[src/periph_params.svh]
/* Register word addresses, transmit FIFO depth and reset defaults
   for the peripheral subsystem */
`ifndef PERIPH_PARAMS_SVH
`define PERIPH_PARAMS_SVH

// ----------------------------------------------------------
// Wishbone word addresses
// ----------------------------------------------------------
`define PERIPH_ADR_SCRATCH      6'd0
`define PERIPH_ADR_BOOTVEC      6'd1
`define PERIPH_ADR_GPIO_DIR     6'd2
`define PERIPH_ADR_GPIO_WRITE   6'd3
`define PERIPH_ADR_GPIO_READ    6'd4    // Read only
`define PERIPH_ADR_UART_CTRL    6'd5    // Prescaler, bit 12 is tx clear
`define PERIPH_ADR_UART_STATUS  6'd6    // Read only, FIFO level
`define PERIPH_ADR_UART_DATA    6'd7    // Write only, goes to the FIFO

// ----------------------------------------------------------
// Sizes and reset values
// ----------------------------------------------------------
`define PERIPH_TXQ_DEPTH        8       // Must stay a power of two
`define PERIPH_BOOTVEC_RST      24'h100000
`define PERIPH_UART_PRESC_RST   12'd207 // 115200 baud from 24 MHz

`endif

[src/periph_pkg.sv]
/* Shared data types of the peripheral subsystem */
`default_nettype none

`include "periph_params.svh"

package periph_pkg;

    // One UART character
    typedef logic [7:0] tx_byte_t;

    // FIFO occupancy, needs one bit more than the pointers
    // so that a full FIFO of DEPTH entries can be counted
    typedef logic [$clog2(`PERIPH_TXQ_DEPTH):0] txq_level_t;

    // Baud prescaler, bit time is value plus one clocks
    typedef logic [11:0] presc_t;

endpackage

`default_nettype wire

[src/txq_if.sv]
/* Transmit queue interface between data port, FIFO, UART and registers */
`timescale 1ns/1ps
`default_nettype none

interface txq_if;

    logic                    push;
    periph_pkg::tx_byte_t    wdata;
    logic                    full;
    logic                    pop;
    periph_pkg::tx_byte_t    rdata;   // Head entry, valid while not empty
    logic                    empty;
    logic                    clear;
    periph_pkg::txq_level_t  level;

    // Producer side, Wishbone data port
    modport prod (output push, wdata, input full);

    // The buffer itself
    modport fifo (
        input  push, wdata, pop, clear,
        output full, rdata, empty, level
    );

    // Consumer side, UART transmitter
    modport cons (output pop, input rdata, empty);

    // Register block, flush and status
    modport ctrl (output clear, input level);

endinterface

`default_nettype wire

[src/periph_fifo.sv]
/* Synchronous FIFO, first word fall-through, with occupancy count
   and flush; payload type is a parameter */
`timescale 1ns/1ps
`default_nettype none

`include "periph_params.svh"

module periph_fifo #(
    parameter type item_t = periph_pkg::tx_byte_t
) (
    input  wire logic clk,
    input  wire logic rstz,
    txq_if.fifo       q
);

    localparam int DEPTH = `PERIPH_TXQ_DEPTH;
    localparam int AW    = $clog2(DEPTH);
    localparam periph_pkg::txq_level_t FULL_LVL = periph_pkg::txq_level_t'(DEPTH);

    item_t                   mem [DEPTH];
    logic [AW-1:0]           wptr_q;
    logic [AW-1:0]           rptr_q;
    periph_pkg::txq_level_t  count_q;
    logic                    do_push;
    logic                    do_pop;

    assign do_push = q.push & ~q.full;
    assign do_pop  = q.pop & ~q.empty;

    // ----------------------------------------------------------
    // Pointers and level
    // ----------------------------------------------------------
    always_ff @(posedge clk or negedge rstz) begin
        if (!rstz) begin
            wptr_q  <= '0;
            rptr_q  <= '0;
            count_q <= '0;
        end else if (q.clear) begin
            wptr_q  <= '0;       // Flush wins over push and pop
            rptr_q  <= '0;
            count_q <= '0;
        end else begin
            if (do_push)
                wptr_q <= wptr_q + 1'b1;     // Wraps, depth is a power of two
            if (do_pop)
                rptr_q <= rptr_q + 1'b1;
            case ({do_push, do_pop})
                2'b10:   count_q <= count_q + 1'b1;
                2'b01:   count_q <= count_q - 1'b1;
                default: ;                   // Both or neither, level holds
            endcase
        end
    end

    // Storage
    always_ff @(posedge clk) begin
        if (do_push)
            mem[wptr_q] <= q.wdata;
    end

    assign q.rdata = mem[rptr_q];    // Head shown before the pop
    assign q.level = count_q;
    assign q.full  = (count_q == FULL_LVL);
    assign q.empty = (count_q == '0);

    a_level_bound: assert property (@(posedge clk) disable iff (!rstz)
        count_q <= FULL_LVL);

endmodule

`default_nettype wire

[src/periph_gpreg.sv]
/* General purpose register block, Wishbone classic slave with
   registered feedback; scratch, boot vector, GPIO and UART control */
`timescale 1ns/1ps
`default_nettype none

`include "periph_params.svh"

module periph_gpreg (
    input  wire logic               clk,
    input  wire logic               rstz,
    input  wire logic [5:0]         adr_i,
    input  wire logic [31:0]        dat_i,
    input  wire logic               we_i,
    input  wire logic               stb_i,
    output logic [31:0]             dat_o,
    output logic                    ack_o,
    output logic [15:0]             gpio_dir_o,
    output logic [15:0]             gpio_write_o,
    input  wire logic [15:0]        gpio_read_i,
    output periph_pkg::presc_t      uart_presc_o,
    txq_if.ctrl                     txq
);

    localparam int LVL_PAD = 32 - $bits(periph_pkg::txq_level_t);

    logic        ack_q;
    logic        clear_q;     // tx clear one-shot
    logic [31:0] scratch_q;
    logic [23:0] bootvec_q;
    logic        access;

    assign access = stb_i & ~ack_q;   // First cycle of a strobe only

    // ----------------------------------------------------------
    // Register writes
    // ----------------------------------------------------------
    always_ff @(posedge clk or negedge rstz) begin
        if (!rstz) begin
            scratch_q    <= '0;
            bootvec_q    <= `PERIPH_BOOTVEC_RST;
            gpio_dir_o   <= '0;          // All inputs
            gpio_write_o <= '0;
            uart_presc_o <= `PERIPH_UART_PRESC_RST;
            clear_q      <= 1'b0;
        end else if (access && we_i) begin
            case (adr_i)
                `PERIPH_ADR_SCRATCH:    scratch_q    <= dat_i;
                `PERIPH_ADR_BOOTVEC:    bootvec_q    <= dat_i[23:0];
                `PERIPH_ADR_GPIO_DIR:   gpio_dir_o   <= dat_i[15:0];
                `PERIPH_ADR_GPIO_WRITE: gpio_write_o <= dat_i[15:0];
                `PERIPH_ADR_UART_CTRL: begin
                    uart_presc_o <= dat_i[11:0];
                    clear_q      <= dat_i[12];
                end
                default: ;                   // Read only or unmapped
            endcase
        end else if (ack_q) begin
            clear_q <= 1'b0;                 // Drop the one-shot with ack
        end
    end

    // ----------------------------------------------------------
    // Read data, captured along with the ack
    // ----------------------------------------------------------
    always_ff @(posedge clk) begin
        if (access && !we_i) begin
            case (adr_i)
                `PERIPH_ADR_SCRATCH:     dat_o <= scratch_q;
                `PERIPH_ADR_BOOTVEC:     dat_o <= {8'h0, bootvec_q};
                `PERIPH_ADR_GPIO_DIR:    dat_o <= {16'h0, gpio_dir_o};
                `PERIPH_ADR_GPIO_WRITE:  dat_o <= {16'h0, gpio_write_o};
                `PERIPH_ADR_GPIO_READ:   dat_o <= {16'h0, gpio_read_i};
                `PERIPH_ADR_UART_CTRL:   dat_o <= {20'h0, uart_presc_o};
                `PERIPH_ADR_UART_STATUS: dat_o <= {{LVL_PAD{1'b0}}, txq.level};
                default:                 dat_o <= '0;
            endcase
        end
    end

    always_ff @(posedge clk or negedge rstz) begin
        if (!rstz) begin
            ack_q <= 1'b0;
        end else begin
            ack_q <= access;
        end
    end

    assign ack_o     = ack_q;
    assign txq.clear = clear_q;

    // Classic registered feedback, one ack per strobe
    a_ack_single: assert property (@(posedge clk) disable iff (!rstz)
        ack_q |=> !ack_q);

endmodule

`default_nettype wire

[src/periph_top.sv]
/* Peripheral subsystem top, Wishbone decode between register block
   and UART data port, transmit FIFO and UART */
`timescale 1ns/1ps
`default_nettype none

`include "periph_params.svh"

module periph_top (
    input  wire logic        clk,
    input  wire logic        rstz,
    input  wire logic [5:0]  adr_i,
    input  wire logic [31:0] dat_i,
    output logic [31:0]      dat_o,
    input  wire logic        we_i,
    input  wire logic        stb_i,
    output logic             ack_o,
    output logic [15:0]      gpio_dir_o,
    output logic [15:0]      gpio_write_o,
    input  wire logic [15:0] gpio_read_i,
    output logic             uart_tx_o
);

    logic                sel_data;
    logic                sel_data_q;   // Slave of the access in flight
    logic                gp_ack;
    logic                td_ack;
    logic [31:0]         gp_dat;
    periph_pkg::presc_t  presc;

    txq_if txq ();

    // ----------------------------------------------------------
    // Address decode and return mux
    // ----------------------------------------------------------
    assign sel_data = (adr_i == `PERIPH_ADR_UART_DATA);

    always_ff @(posedge clk or negedge rstz) begin
        if (!rstz)
            sel_data_q <= 1'b0;
        else if (stb_i)
            sel_data_q <= sel_data;
    end

    assign ack_o = gp_ack | td_ack;
    assign dat_o = sel_data_q ? 32'h0 : gp_dat;   // Data port reads as zero

    periph_gpreg i_gpreg (
        .clk          (clk),
        .rstz         (rstz),
        .adr_i        (adr_i),
        .dat_i        (dat_i),
        .we_i         (we_i),
        .stb_i        (stb_i & ~sel_data),
        .dat_o        (gp_dat),
        .ack_o        (gp_ack),
        .gpio_dir_o   (gpio_dir_o),
        .gpio_write_o (gpio_write_o),
        .gpio_read_i  (gpio_read_i),
        .uart_presc_o (presc),
        .txq          (txq.ctrl)
    );

    periph_txdata i_txdata (
        .clk   (clk),
        .rstz  (rstz),
        .stb_i (stb_i & sel_data),
        .we_i  (we_i),
        .dat_i (dat_i),
        .ack_o (td_ack),
        .txq   (txq.prod)
    );

    periph_fifo #(.item_t(periph_pkg::tx_byte_t)) i_fifo (
        .clk  (clk),
        .rstz (rstz),
        .q    (txq.fifo)
    );

    periph_uart_tx i_uart_tx (
        .clk     (clk),
        .rstz    (rstz),
        .presc_i (presc),
        .txq     (txq.cons),
        .tx_o    (uart_tx_o)
    );

endmodule

`default_nettype wire

[src/periph_txdata.sv]
/* UART data port, Wishbone slave that pushes written bytes into
   the transmit FIFO and holds the ack while the FIFO is full */
`timescale 1ns/1ps
`default_nettype none

module periph_txdata (
    input  wire logic        clk,
    input  wire logic        rstz,
    input  wire logic        stb_i,
    input  wire logic        we_i,
    input  wire logic [31:0] dat_i,
    output logic             ack_o,
    txq_if.prod              txq
);

    logic wr_pend_q;   // Write accepted, waiting for room
    logic rd_ack_q;

    always_ff @(posedge clk or negedge rstz) begin
        if (!rstz) begin
            wr_pend_q <= 1'b0;
            rd_ack_q  <= 1'b0;
        end else begin
            if (!wr_pend_q && !rd_ack_q)
                wr_pend_q <= stb_i & we_i;
            else if (wr_pend_q && !txq.full)
                wr_pend_q <= 1'b0;           // Pushed this cycle
            rd_ack_q <= stb_i & ~we_i & ~rd_ack_q & ~wr_pend_q;
        end
    end

    // Push and ack share the first cycle with room
    assign txq.push  = wr_pend_q & ~txq.full;
    assign txq.wdata = dat_i[7:0];           // Master holds data until ack
    assign ack_o     = txq.push | rd_ack_q;

    // Full comes from the FIFO counter, never overrun it
    a_no_push_full: assert property (@(posedge clk) disable iff (!rstz)
        txq.push |-> !txq.full);

endmodule

`default_nettype wire

[src/periph_uart_tx.sv]
/* UART transmitter, 8N1 frames from the transmit FIFO,
   bit time of prescaler plus one clocks */
`timescale 1ns/1ps
`default_nettype none

module periph_uart_tx (
    input  wire logic               clk,
    input  wire logic               rstz,
    input  wire periph_pkg::presc_t presc_i,
    txq_if.cons                     txq,
    output logic                    tx_o
);

    typedef enum logic [1:0] {
        ST_IDLE,
        ST_START,
        ST_DATA,
        ST_STOP
    } state_t;

    state_t                 state_q;
    periph_pkg::presc_t     cnt_q;      // Clocks left in this bit
    logic [2:0]             idx_q;
    periph_pkg::tx_byte_t   shreg_q;
    logic                   bit_end;
    logic                   load;

    assign bit_end = (cnt_q == '0);

    // Take a byte when idle, or straight after a stop bit
    assign load    = ~txq.empty &
                     ((state_q == ST_IDLE) | ((state_q == ST_STOP) & bit_end));
    assign txq.pop = load;

    // ----------------------------------------------------------
    // Frame FSM
    // ----------------------------------------------------------
    always_ff @(posedge clk or negedge rstz) begin
        if (!rstz) begin
            state_q <= ST_IDLE;
            cnt_q   <= '0;
            idx_q   <= '0;
        end else if (load) begin
            state_q <= ST_START;
            cnt_q   <= presc_i;
        end else if (state_q != ST_IDLE) begin
            if (!bit_end) begin
                cnt_q <= cnt_q - 1'b1;
            end else begin
                cnt_q <= presc_i;
                case (state_q)
                    ST_START: begin
                        state_q <= ST_DATA;
                        idx_q   <= '0;
                    end
                    ST_DATA: begin
                        idx_q <= idx_q + 1'b1;
                        if (idx_q == 3'd7)
                            state_q <= ST_STOP;
                    end
                    default: state_q <= ST_IDLE;  // Stop bit done, queue empty
                endcase
            end
        end
    end

    // Shift register, LSB goes out first
    always_ff @(posedge clk) begin
        if (load)
            shreg_q <= txq.rdata;
        else if (state_q == ST_DATA && bit_end)
            shreg_q <= shreg_q >> 1;
    end

    always_comb begin
        case (state_q)
            ST_START: tx_o = 1'b0;
            ST_DATA:  tx_o = shreg_q[0];
            default:  tx_o = 1'b1;      // Idle and stop are mark
        endcase
    end

endmodule

`default_nettype wire

[config.mk]
export PLATFORM = sky130hd
export DESIGN_NAME = periph_top
export DESIGN_NICKNAME = d
export VERILOG_FILES = /design/src/periph_pkg.sv /design/src/txq_if.sv /design/src/periph_fifo.sv /design/src/periph_gpreg.sv /design/src/periph_top.sv /design/src/periph_txdata.sv /design/src/periph_uart_tx.sv
export VERILOG_INCLUDE_DIRS = /design/src /design/src/src
export SDC_FILE = /design/constraint.sdc
export NUM_CORES = 1
export LEC_CHECK = 0
export BUFFER_PORTS_ARGS = -buffer_cell sky130_fd_sc_hd__buf_4
export CAP_MARGIN = 5
export CORE_MARGIN = 8
export CORE_UTILIZATION = 58
export DETAILED_ROUTE_END_ITERATION = 8
export GPL_TIMING_DRIVEN = 0
export PLACE_DENSITY_LB_ADDON = 0.2
export SYNTH_ARGS = -nofsm -noshare
export SYNTH_HDL_FRONTEND = slang
export SYNTH_SLANG_ARGS = --single-unit
[constraint.sdc]
create_clock -name clk -period 4.2 [get_ports clk]
set_input_delay 0.42 -clock clk [delete_from_list [all_inputs] [get_ports clk]]
set_output_delay 0.42 -clock clk [all_outputs]
set_load 0.005 [all_outputs]
* Word level (Yosys, flattened, before mapping) *
Memory sizes are Yosys's and may differ from the RTL's.
Index checks and enable logic that the tools add are counted.

cells by class
  add/subtract/negate cells = 6
  equal/unequal tests = 16
  muxes and demuxes = 27
  bitwise gates (word level) = 23
  reduce and logical (&&, ||, !) cells = 31

operator list
  operator               count
  $pmux 32 s7            1
  $mux 12                3
  $mux 32                1
  $eq 6x3->1 const B     4
  $reduce_bool 2->1      9
  $mux 8                 2
  $and 1x1->1            12
  $eq 6x2->1 const B     2
  $logic_not 12->1       1
  $mux 3                 4
  $reduce_and 2->1       6
  $sub 12x1->12 const B  1
  $add 3x1->3 const B    3
  $mux 2                 4
  $not 1->1              8
  $pmux 4 s2             1
  $mux 1                 7
  $eq 2x2->1 const B     3
  $eq 6x1->1 const B     1
  $logic_not 6->1        1
  $pmux 3 s2             1
  $logic_and 1x1->1      5
  $add 4x1->4 const B    1
  $eq 2x1->1 const B     2
  other kinds (15)       20

storage, ports and cells
  register bits after elaboration = 172
  bits in writable memories = 64
  input port bits = 58
  output and inout port bits = 66
  logic and storage cells = 122
  memories kept = 1

memories
  name        words  bits a word  rd ports  clocked after Yosys merged registers in  wr ports  line               source
  i_fifo.mem  8      8            1         0                                        1         periph_fifo.sv:20  item_t mem [DEPTH];

* Logic depth before layout (Yosys ltp) *
Gate-level depths: netlist (run 1).

  word-level depth = 8
  gate-level depth with buffers = 12

* By module *
A second synthesis (run 1) with hierarchy kept.

second synthesis, totals
  cell total of the unflattened synthesis = 768
  area, all modules = 11,013.1 sq um

by module, submodules not included
  module          instances  cells each  area an instance (sq um)  sequential area each (sq um)
  periph_gpreg    1          385         5,860.6                   3,522.1
  periph_fifo     1          172         3,136.8                   2,172.1
  periph_uart_tx  1          152         1,572.8                   665.6
  periph_top      1          43          287.8                     25.0
  periph_txdata   1          16          155.1                     50.0

* Worst setup path before layout (run 1) *
OpenSTA, ideal clock, no wires.

  kind = register to register
  start = reg i_uart_tx.cnt_q[4]
  end = reg i_fifo.count_q[3] (netlist: i_fifo.q.level[3])
  setup time = 0.125 ns
  arrival time = 2.949 ns
  path slack = 1.126 ns
  stages on the path, launching flop included = 13
  path buffers = 2
  path through = dfrtp_1 > buf_6 > or4_4 > buf_6 > o41ai_4 > nand2_1 > nor2_1 > ha_1 > a21o_1 > a21oi_1 > nand4_1 > o31ai_1 > mux2_2

between the ends
  cells in the longest elaborated chain, start to end = 8
  elaborated cells on any way between the ends = 10
  classes of those cells = eq/ne (2); mux (2); bitwise (4); reduce/logical (2)

RTL lines
  item                                      line                  source
  start, declared                           periph_uart_tx.sv:22  periph_pkg::presc_t cnt_q;
  start signal, assigned                    periph_uart_tx.sv:45  cnt_q <= presc_i;
  start signal, assigned                    periph_uart_tx.sv:48  cnt_q <= cnt_q - 1'b1;
  start signal, assigned                    periph_uart_tx.sv:50  cnt_q <= presc_i;
  $logic_not 12->1 *                        periph_uart_tx.sv:28  assign bit_end = (cnt_q == '0);
  $and 1x1->1 *                             periph_uart_tx.sv:32  ((state_q == ST_IDLE) | ((state_q == ST_STOP) & bit_end));
  $or 1x1->1 *                              periph_uart_tx.sv:32
  $and 1x1->1 *                             periph_uart_tx.sv:31  assign load = ~txq.empty &
  $and 1x1->1 *                             periph_fifo.sv:28     assign do_pop = q.pop & ~q.empty;
  $eq 2x1->1 or $eq 2x2->1 (tied branches)  periph_fifo.sv:47     case ({do_push, do_pop})
  $pmux 4 s2                                periph_fifo.sv:47
  $mux 4                                    periph_fifo.sv:38     end else if (q.clear) begin
  end signal, assigned                      periph_fifo.sv:48     2'b10: count_q <= count_q + 1'b1;
  end signal, assigned                      periph_fifo.sv:49     2'b01: count_q <= count_q - 1'b1;
  end, declared                             periph_fifo.sv:23     periph_pkg::txq_level_t count_q;

Mark *: on every way between the ends. The rest lies on a longest branch, timed or not.
A chain may end at the register's enable or synchronous reset.

* Final worst setup path (run 1) *
  start = reg i_uart_tx.cnt_q[0]
  end = reg i_fifo.count_q[3] (netlist: i_fifo.q.level[3])

Same word-level chain as after synthesis.

==> metrics.txt, run 1 <==
# TYPE chip_impl_metric gauge
chip_impl_info{name="worstSetupStartpoint",value="i_uart_tx.cnt_q[0]"} 1
chip_impl_metric{name="synth-edff-count",unit=""} 104
chip_impl_metric{name="dp_hpwl",unit="mm"} 18.2
chip_impl_metric{name="worst_hold_path.num_cells",unit=""} 2
chip_impl_metric{name="power.switching_fraction",unit="%"} 29.5
chip_impl_metric{name="detailedRoute.firstPassIterationCount",unit=""} 7
chip_impl_metric{name="cts.reportedPaths.clkPinSlew",unit="ns"} 0.06
chip_impl_metric{name="routed_wire_length_per_instance",unit="µm"} 22.7
chip_impl_metric{name="hold_violations",unit=""} 0
chip_impl_metric{name="rrSetupSlack",unit="ns"} 0.77
chip_impl_metric{name="gp_congestion",unit=""} 0.885
chip_impl_metric{name="cp.depth",unit=""} 12
chip_impl_metric{name="design.final.nets",unit=""} 952
chip_impl_metric{name="cts-htree-levels",unit=""} 1
chip_impl_metric{name="yosysWarnings",unit=""} 0
chip_impl_metric{name="post-route-period-util",unit="%"} 81.7
chip_impl_metric{name="clock_sink_count",unit=""} 236
chip_impl_metric{name="insertedDiodeCount",unit=""} 0
chip_impl_metric{name="fin_worst_skew",unit="ns"} 0.00917
chip_impl_metric{name="antenna_found_initial",unit=""} 0
chip_impl_metric{name="finalPower",unit="mW"} 6.57
chip_impl_metric{name="num_vias",unit=""} 6796
chip_impl_info{name="min_path_type",value="input pin to flop"} 1
chip_impl_info{name="worst_setup_path_start_kind",value="flop"} 1
chip_impl_metric{name="max_clock_freq",unit="MHz"} 291
chip_impl_info{name="tritoncts",value="yes"} 1
chip_impl_metric{name="routed_wirelength",unit="mm"} 25.5
chip_impl_info{name="worst_hold_path.endpoint",value="i_txdata.rd_ack_q"} 1
chip_impl_metric{name="floorplan.rows",unit=""} 48
chip_impl_info{name="holdCritStartpoint",value="we_i"} 1
chip_impl_metric{name="global_route_congestion_overflow_total",unit=""} 0
chip_impl_metric{name="power.share.combinational",unit="%"} 25.4
chip_impl_metric{name="p_sw",unit="mW"} 1.94
chip_impl_metric{name="clock_tree.buffer_depth",unit=""} 3
chip_impl_metric{name="cts.repair_timing.setup_buffer_count",unit=""} 0
chip_impl_metric{name="layout-area-overhead-vs-synth",unit="%"} 20.3
chip_impl_metric{name="postSynthAreaPerCell",unit="µm²"} 14.2
chip_impl_metric{name="synth_fp_nets",unit=""} 796
chip_impl_metric{name="avgViaCountPerCell",unit=""} 6.04
chip_impl_metric{name="cp_num_buf_inv",unit=""} 1
chip_impl_metric{name="post_cts_resize_count",unit=""} 0
chip_impl_metric{name="synth.yosys.seq_area_share",unit="%"} 62.4
chip_impl_metric{name="slew-limit-headroom",unit="%"} 26.0
chip_impl_info{name="rsz0062_at_grt",value="no"} 1
chip_impl_metric{name="ys_async_sr_fraction",unit="%"} 55.9
chip_impl_metric{name="initialDrtViolationCount",unit=""} 591
chip_impl_metric{name="buffer_ports.inserted",unit=""} 123
chip_impl_metric{name="max_stage_delay",unit="ns"} 0.55
chip_impl_metric{name="chipWidth",unit="µm"} 149
chip_impl_metric{name="cp.arrival",unit="ns"} 3.82
chip_impl_info{name="critical-path-slowest-cell",value="sky130_fd_sc_hd__or3b_2"} 1
chip_impl_metric{name="tightest_slew",unit="ns"} 1.10
chip_impl_metric{name="power_frac_seq",unit="%"} 43.3
chip_impl_metric{name="synth.lib_cells_used.distinct",unit=""} 59
chip_impl_info{name="run_status",value="finished clean"} 1
chip_impl_metric{name="globalRouteTotalUtil",unit="%"} 23.0
chip_impl_metric{name="total_cts_buffers",unit=""} 24
chip_impl_metric{name="crit_fanout",unit=""} 5
chip_impl_info{name="synthFlopType",value="sky130_fd_sc_hd__dfrtp_1"} 1
chip_impl_metric{name="insertion_delay_to_the_later_sink_of_the_worst_skew_pair",unit="ns"} 0.51
chip_impl_info{name="crit_path_end_kind",value="flop"} 1
chip_impl_metric{name="cap_violations",unit=""} 0
chip_impl_metric{name="worst_reg2reg_path_depth",unit=""} 12
chip_impl_metric{name="share_of_cells_above_drive_strength_1",unit="%"} 36.2
chip_impl_info{name="crit-reg2reg-capture",value="i_fifo.q.level[3]"} 1
chip_impl_metric{name="number_of_setup_violations_in_the_final_report",unit=""} 0
chip_impl_metric{name="die_h",unit="µm"} 149
chip_impl_info{name="cpMostUsedCell",value="sky130_fd_sc_hd__ha_1"} 1
chip_impl_metric{name="drtAntennaViolNets",unit=""} 0
chip_impl_metric{name="pin_count",unit=""} 124
chip_impl_metric{name="vias_in_the_first_global_route",unit=""} 7201
chip_impl_metric{name="grt_max_degree",unit=""} 94
chip_impl_info{name="worst_path_cell_chain",value="inv_1, ha_1, or3b_2, o41ai_4, nand2_1, nor2_1, ha_1, a21o_1, a21oi_1, nand4_1, o31ai_1, mux2_2"} 1
chip_impl_metric{name="drv_slew",unit=""} 0
chip_impl_metric{name="grt_first_pass_wirelength",unit="mm"} 40.0
chip_impl_metric{name="post-route-min-period",unit="ns"} 3.43
chip_impl_metric{name="initial_core_util",unit="%"} 59.4
chip_impl_metric{name="postSynthCellCount",unit=""} 726
chip_impl_info{name="reg2reg_from",value="i_uart_tx.cnt_q[0]"} 1
chip_impl_metric{name="static-leakage-power",unit="nW"} 5.31
chip_impl_info{name="crit_family",value="simple AND/OR/NAND/NOR gates"} 1
chip_impl_metric{name="ys_ff_latch",unit=""} 236
chip_impl_metric{name="timing.setup.tns",unit="ns"} 0
chip_impl_metric{name="core_area",unit="µm²"} 17400
chip_impl_metric{name="synth_area",unit="µm²"} 10300
chip_impl_info{name="ctsRootBufferMaster",value="sky130_fd_sc_hd__clkbuf_16"} 1
chip_impl_metric{name="detail_route.drc_violations",unit=""} 0
chip_impl_metric{name="power.density_cell_area",unit="nW/µm²"} 529
chip_impl_info{name="timing_worst_setup_path_type",value="flop to flop"} 1
chip_impl_metric{name="vdd_drop_max",unit="V"} 0.000337
chip_impl_metric{name="clock_power_share",unit="%"} 31.3
chip_impl_metric{name="p_int",unit="mW"} 4.63
chip_impl_metric{name="required",unit="ns"} 4.59
chip_impl_metric{name="die_area",unit="µm²"} 22300
==> registers in the layout, indices dropped and copies added (netlist names) <==
signal and flops:
i_gpreg.txq.clear 1, i_txdata.rd_ack_q 1, i_uart_tx.shreg_q 8, i_gpreg.bootvec_q 24
i_gpreg.gpio_write_o 16, i_uart_tx.state_q 2, i_gpreg.ack_o 1, sel_data_q 1
i_gpreg.scratch_q 32, i_gpreg.uart_presc_o 12, i_gpreg.dat_o 32, i_uart_tx.cnt_q 12
i_txdata.wr_pend_q 1, i_fifo.wptr_q 3, i_fifo.q.level 4, i_uart_tx.idx_q 3
i_fifo.rptr_q 3, i_gpreg.gpio_dir_o 16, i_fifo.mem 64
==> area by class of cell <==
class	count	area [µm²]
Sequential cell	236	6430
Fill cell	1191	4950
Multi-Input combinational cell	438	3680
Timing Repair Buffer	130	1010
Clock buffer	36	697
Tap cell	225	282
Buffer	41	194
Clock inverter	8	68.8
Inverter	11	41.3
==> cell usage in the layout, fill, tap and decap left out, types with 3 or more instances in the layout <==
master | Yosys | routed
sky130_fd_sc_hd__or4_1 | 3 | 3
sky130_fd_sc_hd__clkbuf_1 | 24 | 32
sky130_fd_sc_hd__nor3_2 | 3 | 5
sky130_fd_sc_hd__mux2_2 | 102 | 102
sky130_fd_sc_hd__mux2i_1 | 10 | 10
sky130_fd_sc_hd__a22o_1 | 8 | 8
sky130_fd_sc_hd__nor2_1 | 35 | 35
sky130_fd_sc_hd__nand2_1 | 28 | 28
sky130_fd_sc_hd__buf_6 | 3 | 4
sky130_fd_sc_hd__mux4_2 | 16 | 16
sky130_fd_sc_hd__inv_1 | 11 | 11
sky130_fd_sc_hd__nand4_1 | 3 | 3
sky130_fd_sc_hd__nand3_1 | 16 | 16
sky130_fd_sc_hd__a222oi_1 | 8 | 8
sky130_fd_sc_hd__nor2b_1 | 36 | 35
sky130_fd_sc_hd__nor3_1 | 10 | 8
sky130_fd_sc_hd__nor3b_1 | 5 | 4
sky130_fd_sc_hd__dfrtp_1 | 125 | 125
sky130_fd_sc_hd__clkbuf_16 | 0 | 25
sky130_fd_sc_hd__and2_1 | 10 | 10
sky130_fd_sc_hd__xnor2_1 | 3 | 3
sky130_fd_sc_hd__buf_4 | 1 | 125
sky130_fd_sc_hd__ha_1 | 11 | 11
sky130_fd_sc_hd__nor4_1 | 6 | 5
sky130_fd_sc_hd__a22oi_1 | 39 | 39
sky130_fd_sc_hd__buf_2 | 11 | 12
sky130_fd_sc_hd__o21ai_0 | 25 | 25
sky130_fd_sc_hd__a21oi_1 | 21 | 21
sky130_fd_sc_hd__nand2b_1 | 8 | 8
sky130_fd_sc_hd__edfxtp_1 | 104 | 104
sky130_fd_sc_hd__dfstp_2 | 7 | 7
sky130_fd_sc_hd__clkinv_2 | 0 | 3
sky130_fd_sc_hd__clkbuf_8 | 0 | 3
==> kinds of logic (layout without fill, tap and decap cells) <==
family          Yosys count  after routing  synth area share [%]
flops                   236            236                  62.4
simple gates            173            173                  9.11
mux                     131            131                  16.0
compound gates          117            117                  8.10
buf+inv                  52            226                  2.28
fa+ha+maj                12             12                  1.53
xor+xnor                  5              5                 0.607
==> Yosys cell counts (10+ instances only) <==
| cell type | instances | area share [%] |
|---|---|---|
| sky130_fd_sc_hd__mux2_2 | 102 | 11 |
| sky130_fd_sc_hd__nand3_1 | 16 | 0.78 |
| sky130_fd_sc_hd__ha_1 | 11 | 1.3 |
| sky130_fd_sc_hd__nor2_1 | 35 | 1.3 |
| sky130_fd_sc_hd__nor2b_1 | 36 | 2.2 |
| sky130_fd_sc_hd__edfxtp_1 | 104 | 30 |
| sky130_fd_sc_hd__clkbuf_1 | 24 | 0.87 |
| sky130_fd_sc_hd__a22oi_1 | 39 | 2.8 |
| sky130_fd_sc_hd__mux4_2 | 16 | 3.5 |
| sky130_fd_sc_hd__mux2i_1 | 10 | 0.97 |
| sky130_fd_sc_hd__inv_1 | 11 | 0.40 |
| sky130_fd_sc_hd__nand2_1 | 28 | 1.0 |
| sky130_fd_sc_hd__nor3_1 | 10 | 0.49 |
| sky130_fd_sc_hd__o21ai_0 | 25 | 1.2 |
| sky130_fd_sc_hd__buf_2 | 11 | 0.53 |
| sky130_fd_sc_hd__and2_1 | 10 | 0.61 |
| sky130_fd_sc_hd__a21oi_1 | 21 | 1.0 |
| sky130_fd_sc_hd__dfrtp_1 | 125 | 30 |
==> per-stage QoR <==
stage / std cells / hold WS [ns] / utilization [%] / cell area (µm²) / setup slack, ns
2_1_floorplan: 726 / 0.124 / - / 10300 / 1.13
3_3_place_gp: 1074 / 0.460 / 66.4 / 11500 / 0.0716
3_5_place_dp: 1079 / 0.360 / 66.9 / 11600 / 0.808
4_1_cts: 1124 / 0.129 / 71.4 / 12400 / 0.794
5_1_grt: 1125 / 0.132 / 71.5 / 12400 / 0.556
6_report: 1125 / 0.141 / 71.5 / 12400 / 0.769
==> per-layer routing <==
| layer | vias up | global-route usage [%] | wire length, µm |
|---|---|---|---|
| met5 | - | 0 | 0 |
| met4 | 0 | 6.71 | 454 |
| met3 | 34 | 4.76 | 1730 |
| met2 | 267 | 37.1 | 12700 |
| met1 | 3458 | 30.9 | 10700 |
| li1 | 3037 | - | - |
==> how the worst max path moves through the flow <==
stage                                   end  slack [ns]
after detailed placement  i_fifo.q.level[3]        0.81
after global routing      i_fifo.q.level[3]        0.56
after global placement     i_gpreg.dat_o[4]        0.07
final                     i_fifo.q.level[3]        0.77
after CTS                 i_fifo.q.level[3]        0.79
after floorplan           i_fifo.q.level[3]        1.13
==> worst reg2reg max path, stage by stage (launching register included) <==
cell                      delay [ns]
sky130_fd_sc_hd__dfrtp_1        0.41
sky130_fd_sc_hd__inv_1          0.09
sky130_fd_sc_hd__ha_1           0.20
sky130_fd_sc_hd__or3b_2         0.55
sky130_fd_sc_hd__o41ai_4        0.35
sky130_fd_sc_hd__nand2_1        0.20
sky130_fd_sc_hd__nor2_1         0.29
sky130_fd_sc_hd__ha_1           0.29
sky130_fd_sc_hd__a21o_1         0.17
sky130_fd_sc_hd__a21oi_1        0.19
sky130_fd_sc_hd__nand4_1        0.12
sky130_fd_sc_hd__o31ai_1        0.10
sky130_fd_sc_hd__mux2_2         0.37
==> repair_timing <==
action                     4_1_cts  5_1_grt
hold endpoints to repair        38        0
setup endpoints to repair        0        0
hold buffers                     1        0
==> power by group through the flow <==
stage | logic (mW) | registers (mW) | clock network (mW)
after floorplan | 1.18 | 2.83 | 0
after global placement | 1.56 | 2.86 | 0
after detailed placement | 1.65 | 2.88 | 0
after CTS | 1.66 | 2.84 | 2.08
after global routing | 1.84 | 2.87 | 2.16
final | 1.67 | 2.85 | 2.06
No activity file was read; power rests on OpenSTA's default activity.
==> run 2, diff against run 1 <==
Settings changed: ABC_AREA from default to 1, CORE_UTILIZATION 58 to 53.
Clock period 4.2 ns to 3.1 ns, I/O delays scaled along.
==> run 2 against run 1 <==
Compared with the run above: global-route usage up 1.1 points; largest cell class unchanged; routed wire length up 20%; worst hold slack worse by 0.13 ns; first-iteration DRC count up 51%; critical path depth up 6; die area up 13%; power up 40%; non-clock buffer count up 9.
==> metrics.txt, run 2 <==
# TYPE chip_impl_metric gauge
chip_impl_metric{name="synth-edff-count",unit=""} 104
chip_impl_metric{name="detailedRoute.firstPassIterationCount",unit=""} 5
chip_impl_metric{name="p_sw",unit="mW"} 2.94
chip_impl_metric{name="final_cell_area",unit="µm²"} 13000
chip_impl_info{name="reg_top3",value="i_fifo.mem x64, i_gpreg.dat_o x32, i_gpreg.scratch_q x32"} 1
chip_impl_metric{name="pre_cts_slack",unit="ns"} 0.295
chip_impl_metric{name="timing.setup.tns",unit="ns"} 0
chip_impl_info{name="timing_worst_setup_path_type",value="flop to flop"} 1
chip_impl_metric{name="postSynthAreaPerCell",unit="µm²"} 9.19
chip_impl_metric{name="buffer_ports.inserted",unit=""} 123
chip_impl_metric{name="fin_worst_skew",unit="ns"} 0.0103
chip_impl_metric{name="power.density_cell_area",unit="nW/µm²"} 710
chip_impl_metric{name="vdd_drop_max",unit="V"} 0.000455
chip_impl_metric{name="detail_route.drc_violations",unit=""} 0
chip_impl_metric{name="global_route_congestion_overflow_total",unit=""} 0
chip_impl_info{name="run_status",value="finished clean"} 1
chip_impl_info{name="mostFrequentLayoutCells",value="sky130_fd_sc_hd__nand2_1, sky130_fd_sc_hd__inv_1, sky130_fd_sc_hd__buf_4, sky130_fd_sc_hd__dfrtp_1, sky130_fd_sc_hd__nor2_1"} 1
chip_impl_metric{name="placedCellCount",unit=""} 1570
chip_impl_metric{name="avgViaCountPerCell",unit=""} 5.54
chip_impl_info{name="synth_top_cells_by_count",value="sky130_fd_sc_hd__nand2_1, sky130_fd_sc_hd__inv_1, sky130_fd_sc_hd__dfrtp_1"} 1
chip_impl_metric{name="max_stage_delay",unit="ns"} 0.41
chip_impl_metric{name="cts.reportedPaths.clkPinSlew",unit="ns"} 0.06
chip_impl_metric{name="cts.repair_timing.setup_buffer_count",unit=""} 0
chip_impl_metric{name="cp.arrival",unit="ns"} 3.25
chip_impl_metric{name="floorplan.rows",unit=""} 52
chip_impl_metric{name="initial_core_util",unit="%"} 53.7
chip_impl_metric{name="cap_violations",unit=""} 0
chip_impl_metric{name="finalPower",unit="mW"} 9.20
chip_impl_info{name="worst_setup_path_start_kind",value="flop"} 1
chip_impl_info{name="worst_hold_path.endpoint",value="i_gpreg.scratch_q[24]"} 1
chip_impl_metric{name="clock_tree.buffer_depth",unit=""} 3
chip_impl_metric{name="required",unit="ns"} 3.55
chip_impl_metric{name="num_vias",unit=""} 8963
chip_impl_metric{name="placed_area",unit="µm²"} 12100
chip_impl_metric{name="clock_power_share",unit="%"} 32.1
chip_impl_metric{name="finish.utilization",unit="%"} 64.4
chip_impl_metric{name="gp_congestion",unit=""} 0.915
chip_impl_info{name="worst_path_cell_chain",value="inv_1, ha_1, nand2_2, nor2_4, nand3_2, nand2_2, nand3_1, inv_1, ha_1, nand3_1, nand3_1, nand2_1, nand2_1, inv_1, nand4_1, nand2_1, nand2_1, nand2_1"} 1
chip_impl_metric{name="clock_sink_count",unit=""} 236
chip_impl_metric{name="pin_count",unit=""} 124
chip_impl_metric{name="max_clock_freq",unit="MHz"} 358
chip_impl_info{name="mostFrequentLayoutCell",value="sky130_fd_sc_hd__nand2_1"} 1
chip_impl_metric{name="p_int",unit="mW"} 6.26
chip_impl_metric{name="die_area",unit="µm²"} 25200
chip_impl_metric{name="ys_ff_latch",unit=""} 236
chip_impl_metric{name="power_frac_seq",unit="%"} 42.1
chip_impl_metric{name="cts-htree-levels",unit=""} 1
chip_impl_info{name="reg2reg_from",value="i_uart_tx.cnt_q[0]"} 1
chip_impl_metric{name="synth_fp_nets",unit=""} 1246
chip_impl_metric{name="final_cell_count_no_fill",unit=""} 1619
chip_impl_metric{name="flip_flop_count_of_the_largest_register_after_layout",unit=""} 64
chip_impl_metric{name="insertedDiodeCount",unit=""} 0
chip_impl_metric{name="cp_num_buf_inv",unit=""} 3
chip_impl_metric{name="synth_top_area_share",unit="%"} 29.0
chip_impl_metric{name="antenna_found_initial",unit=""} 0
chip_impl_metric{name="number_of_setup_violations_in_the_final_report",unit=""} 0
chip_impl_metric{name="layout-area-overhead-vs-synth",unit="%"} 19.9
chip_impl_metric{name="chipWidth",unit="µm"} 159
chip_impl_metric{name="dp_hpwl",unit="mm"} 21.5
chip_impl_metric{name="grt_max_degree",unit=""} 72
chip_impl_metric{name="postSynthCellCount",unit=""} 1176
chip_impl_info{name="cpMostUsedCell",value="sky130_fd_sc_hd__nand2_1"} 1
chip_impl_metric{name="hold_ws",unit="ns"} 0.0153
chip_impl_metric{name="drv_slew",unit=""} 0
chip_impl_info{name="ctsRootBufferMaster",value="sky130_fd_sc_hd__clkbuf_16"} 1
chip_impl_metric{name="die_h",unit="µm"} 159
chip_impl_info{name="largest-register",value="i_fifo.mem"} 1
chip_impl_metric{name="ys_async_sr_fraction",unit="%"} 55.9
chip_impl_metric{name="power.switching_fraction",unit="%"} 32.0
chip_impl_metric{name="slew-limit-headroom",unit="%"} 24.8
chip_impl_metric{name="grt_first_pass_wirelength",unit="mm"} 48.7
chip_impl_info{name="synthDominantAreaCellType",value="sky130_fd_sc_hd__dfrtp_1"} 1
chip_impl_metric{name="design.final.nets",unit=""} 1401
chip_impl_metric{name="routed_wire_length_per_instance",unit="µm"} 18.9
chip_impl_metric{name="post-route-worst-setup-slack",unit="ns"} 0.305
chip_impl_metric{name="crit_fanout",unit=""} 6
chip_impl_metric{name="globalRouteTotalUtil",unit="%"} 24.0
chip_impl_info{name="most_used_standard_cell_by_instance_count_after_synthesis",value="sky130_fd_sc_hd__nand2_1"} 1
chip_impl_metric{name="core_area",unit="µm²"} 20100
chip_impl_metric{name="worst_reg2reg_path_depth",unit=""} 18
chip_impl_metric{name="post-route-min-period",unit="ns"} 2.80
chip_impl_metric{name="synth.lib_cells_used.distinct",unit=""} 35
chip_impl_metric{name="initialDrtViolationCount",unit=""} 894
chip_impl_info{name="min_path_type",value="input pin to flop"} 1
chip_impl_info{name="tritoncts",value="yes"} 1
chip_impl_metric{name="total_cts_buffers",unit=""} 25
chip_impl_metric{name="power.share.combinational",unit="%"} 25.8
chip_impl_info{name="critical-path-slowest-cell",value="sky130_fd_sc_hd__dfrtp_1"} 1
chip_impl_metric{name="insertion_delay_to_the_later_sink_of_the_worst_skew_pair",unit="ns"} 0.52
chip_impl_info{name="holdCritStartpoint",value="dat_i[24]"} 1
chip_impl_metric{name="drtAntennaViolNets",unit=""} 0
chip_impl_info{name="crit_path_end_kind",value="flop"} 1
chip_impl_metric{name="yosysWarnings",unit=""} 0
chip_impl_metric{name="static-leakage-power",unit="nW"} 6.22
chip_impl_metric{name="synth_area",unit="µm²"} 10800
chip_impl_info{name="synthFlopType",value="sky130_fd_sc_hd__dfrtp_1"} 1
chip_impl_metric{name="routed_wirelength",unit="mm"} 30.7
chip_impl_metric{name="tightest_slew",unit="ns"} 1.12
chip_impl_metric{name="vias_in_the_first_global_route",unit=""} 8976
chip_impl_info{name="netlist_top_cells_area",value="sky130_fd_sc_hd__dfrtp_1, sky130_fd_sc_hd__edfxtp_1, sky130_fd_sc_hd__nand2_1"} 1
chip_impl_metric{name="rrSetupSlack",unit="ns"} 0.30
chip_impl_metric{name="share_of_cells_above_drive_strength_1",unit="%"} 16.2
chip_impl_metric{name="hold_violations",unit=""} 0
chip_impl_info{name="worstSetupStartpoint",value="i_uart_tx.cnt_q[0]"} 1
chip_impl_metric{name="synth.yosys.seq_area_share",unit="%"} 59.6
chip_impl_info{name="crit_family",value="simple AND/OR/NAND/NOR gates"} 1
chip_impl_info{name="rsz0062_at_grt",value="no"} 1
chip_impl_metric{name="worst_hold_path.num_cells",unit=""} 3
chip_impl_info{name="crit-reg2reg-capture",value="i_fifo.q.level[3]"} 1
chip_impl_metric{name="post-route-period-util",unit="%"} 90.2
## run 2: cells by family (layout without fill, tap and decap cells)
kind of cell    after synthesis  count (layout)  share of synthesized area (%)
mux                          14              14                           1.30
buf+inv                     194             367                           7.23
fa+ha+maj                    12              12                           1.46
simple gates                507             507                           19.2
flops                       236             236                           59.6
compound gates              207             207                           10.7
xor+xnor                      6               6                          0.487
## run 2: timing repair
action,4_1_cts,5_1_grt
hold endpoints to repair,59,0
gates resized for setup,0,0
hold buffers,4,0
## run 2: power groups by stage
stage	combinational [mW]	clock (mW)	sequential, mW
final	2.38	2.95	3.87
after global routing	2.69	3.12	3.91
after CTS	2.36	2.99	3.87
after detailed placement	2.33	0	3.92
after global placement	2.26	0	3.92
after floorplan	1.61	0	3.86
## run 2: worst max-delay path by stage
stage	cells past startpoint	to
4_1_cts	7	i_uart_tx.shreg_q[5]
5_1_grt	18	i_fifo.q.level[3]
3_5_place_dp	7	i_uart_tx.shreg_q[7]
3_3_place_gp	5	i_gpreg.dat_o[18]
6_report	18	i_fifo.q.level[3]
2_1_floorplan	17	i_fifo.q.level[3]
## run 2: final cells by class
| class | instances | area, µm² |
|---|---|---|
| fillers | 1641 | 7150 |
| clock inverters | 6 | 55.1 |
| repair buffers | 128 | 995 |
| plain buffers | 52 | 248 |
| inverters | 142 | 533 |
| multi-input cells | 746 | 3590 |
| clock buffers | 39 | 759 |
| well taps | 270 | 338 |
| flip-flops and latches | 236 | 6430 |
## run 2: worst reg2reg max path: cells and delay by family, from the launching register on
kind | cells | cell delay, ns
and+or+nand+nor | 13 | 1.34
buffers and inverters | 3 | 0.41
DFF | 1 | 0.41
adders and majority gates | 2 | 0.56
## run 2: layer usage
metal  global-route usage, %  share of wire [%]  up-vias
li1                        -                  -     4169
met1                    32.3                 41     4285
met2                    38.1                 46      435
met3                    4.42                9.1       74
met4                    9.26                3.6        0
met5                       0                  0        -
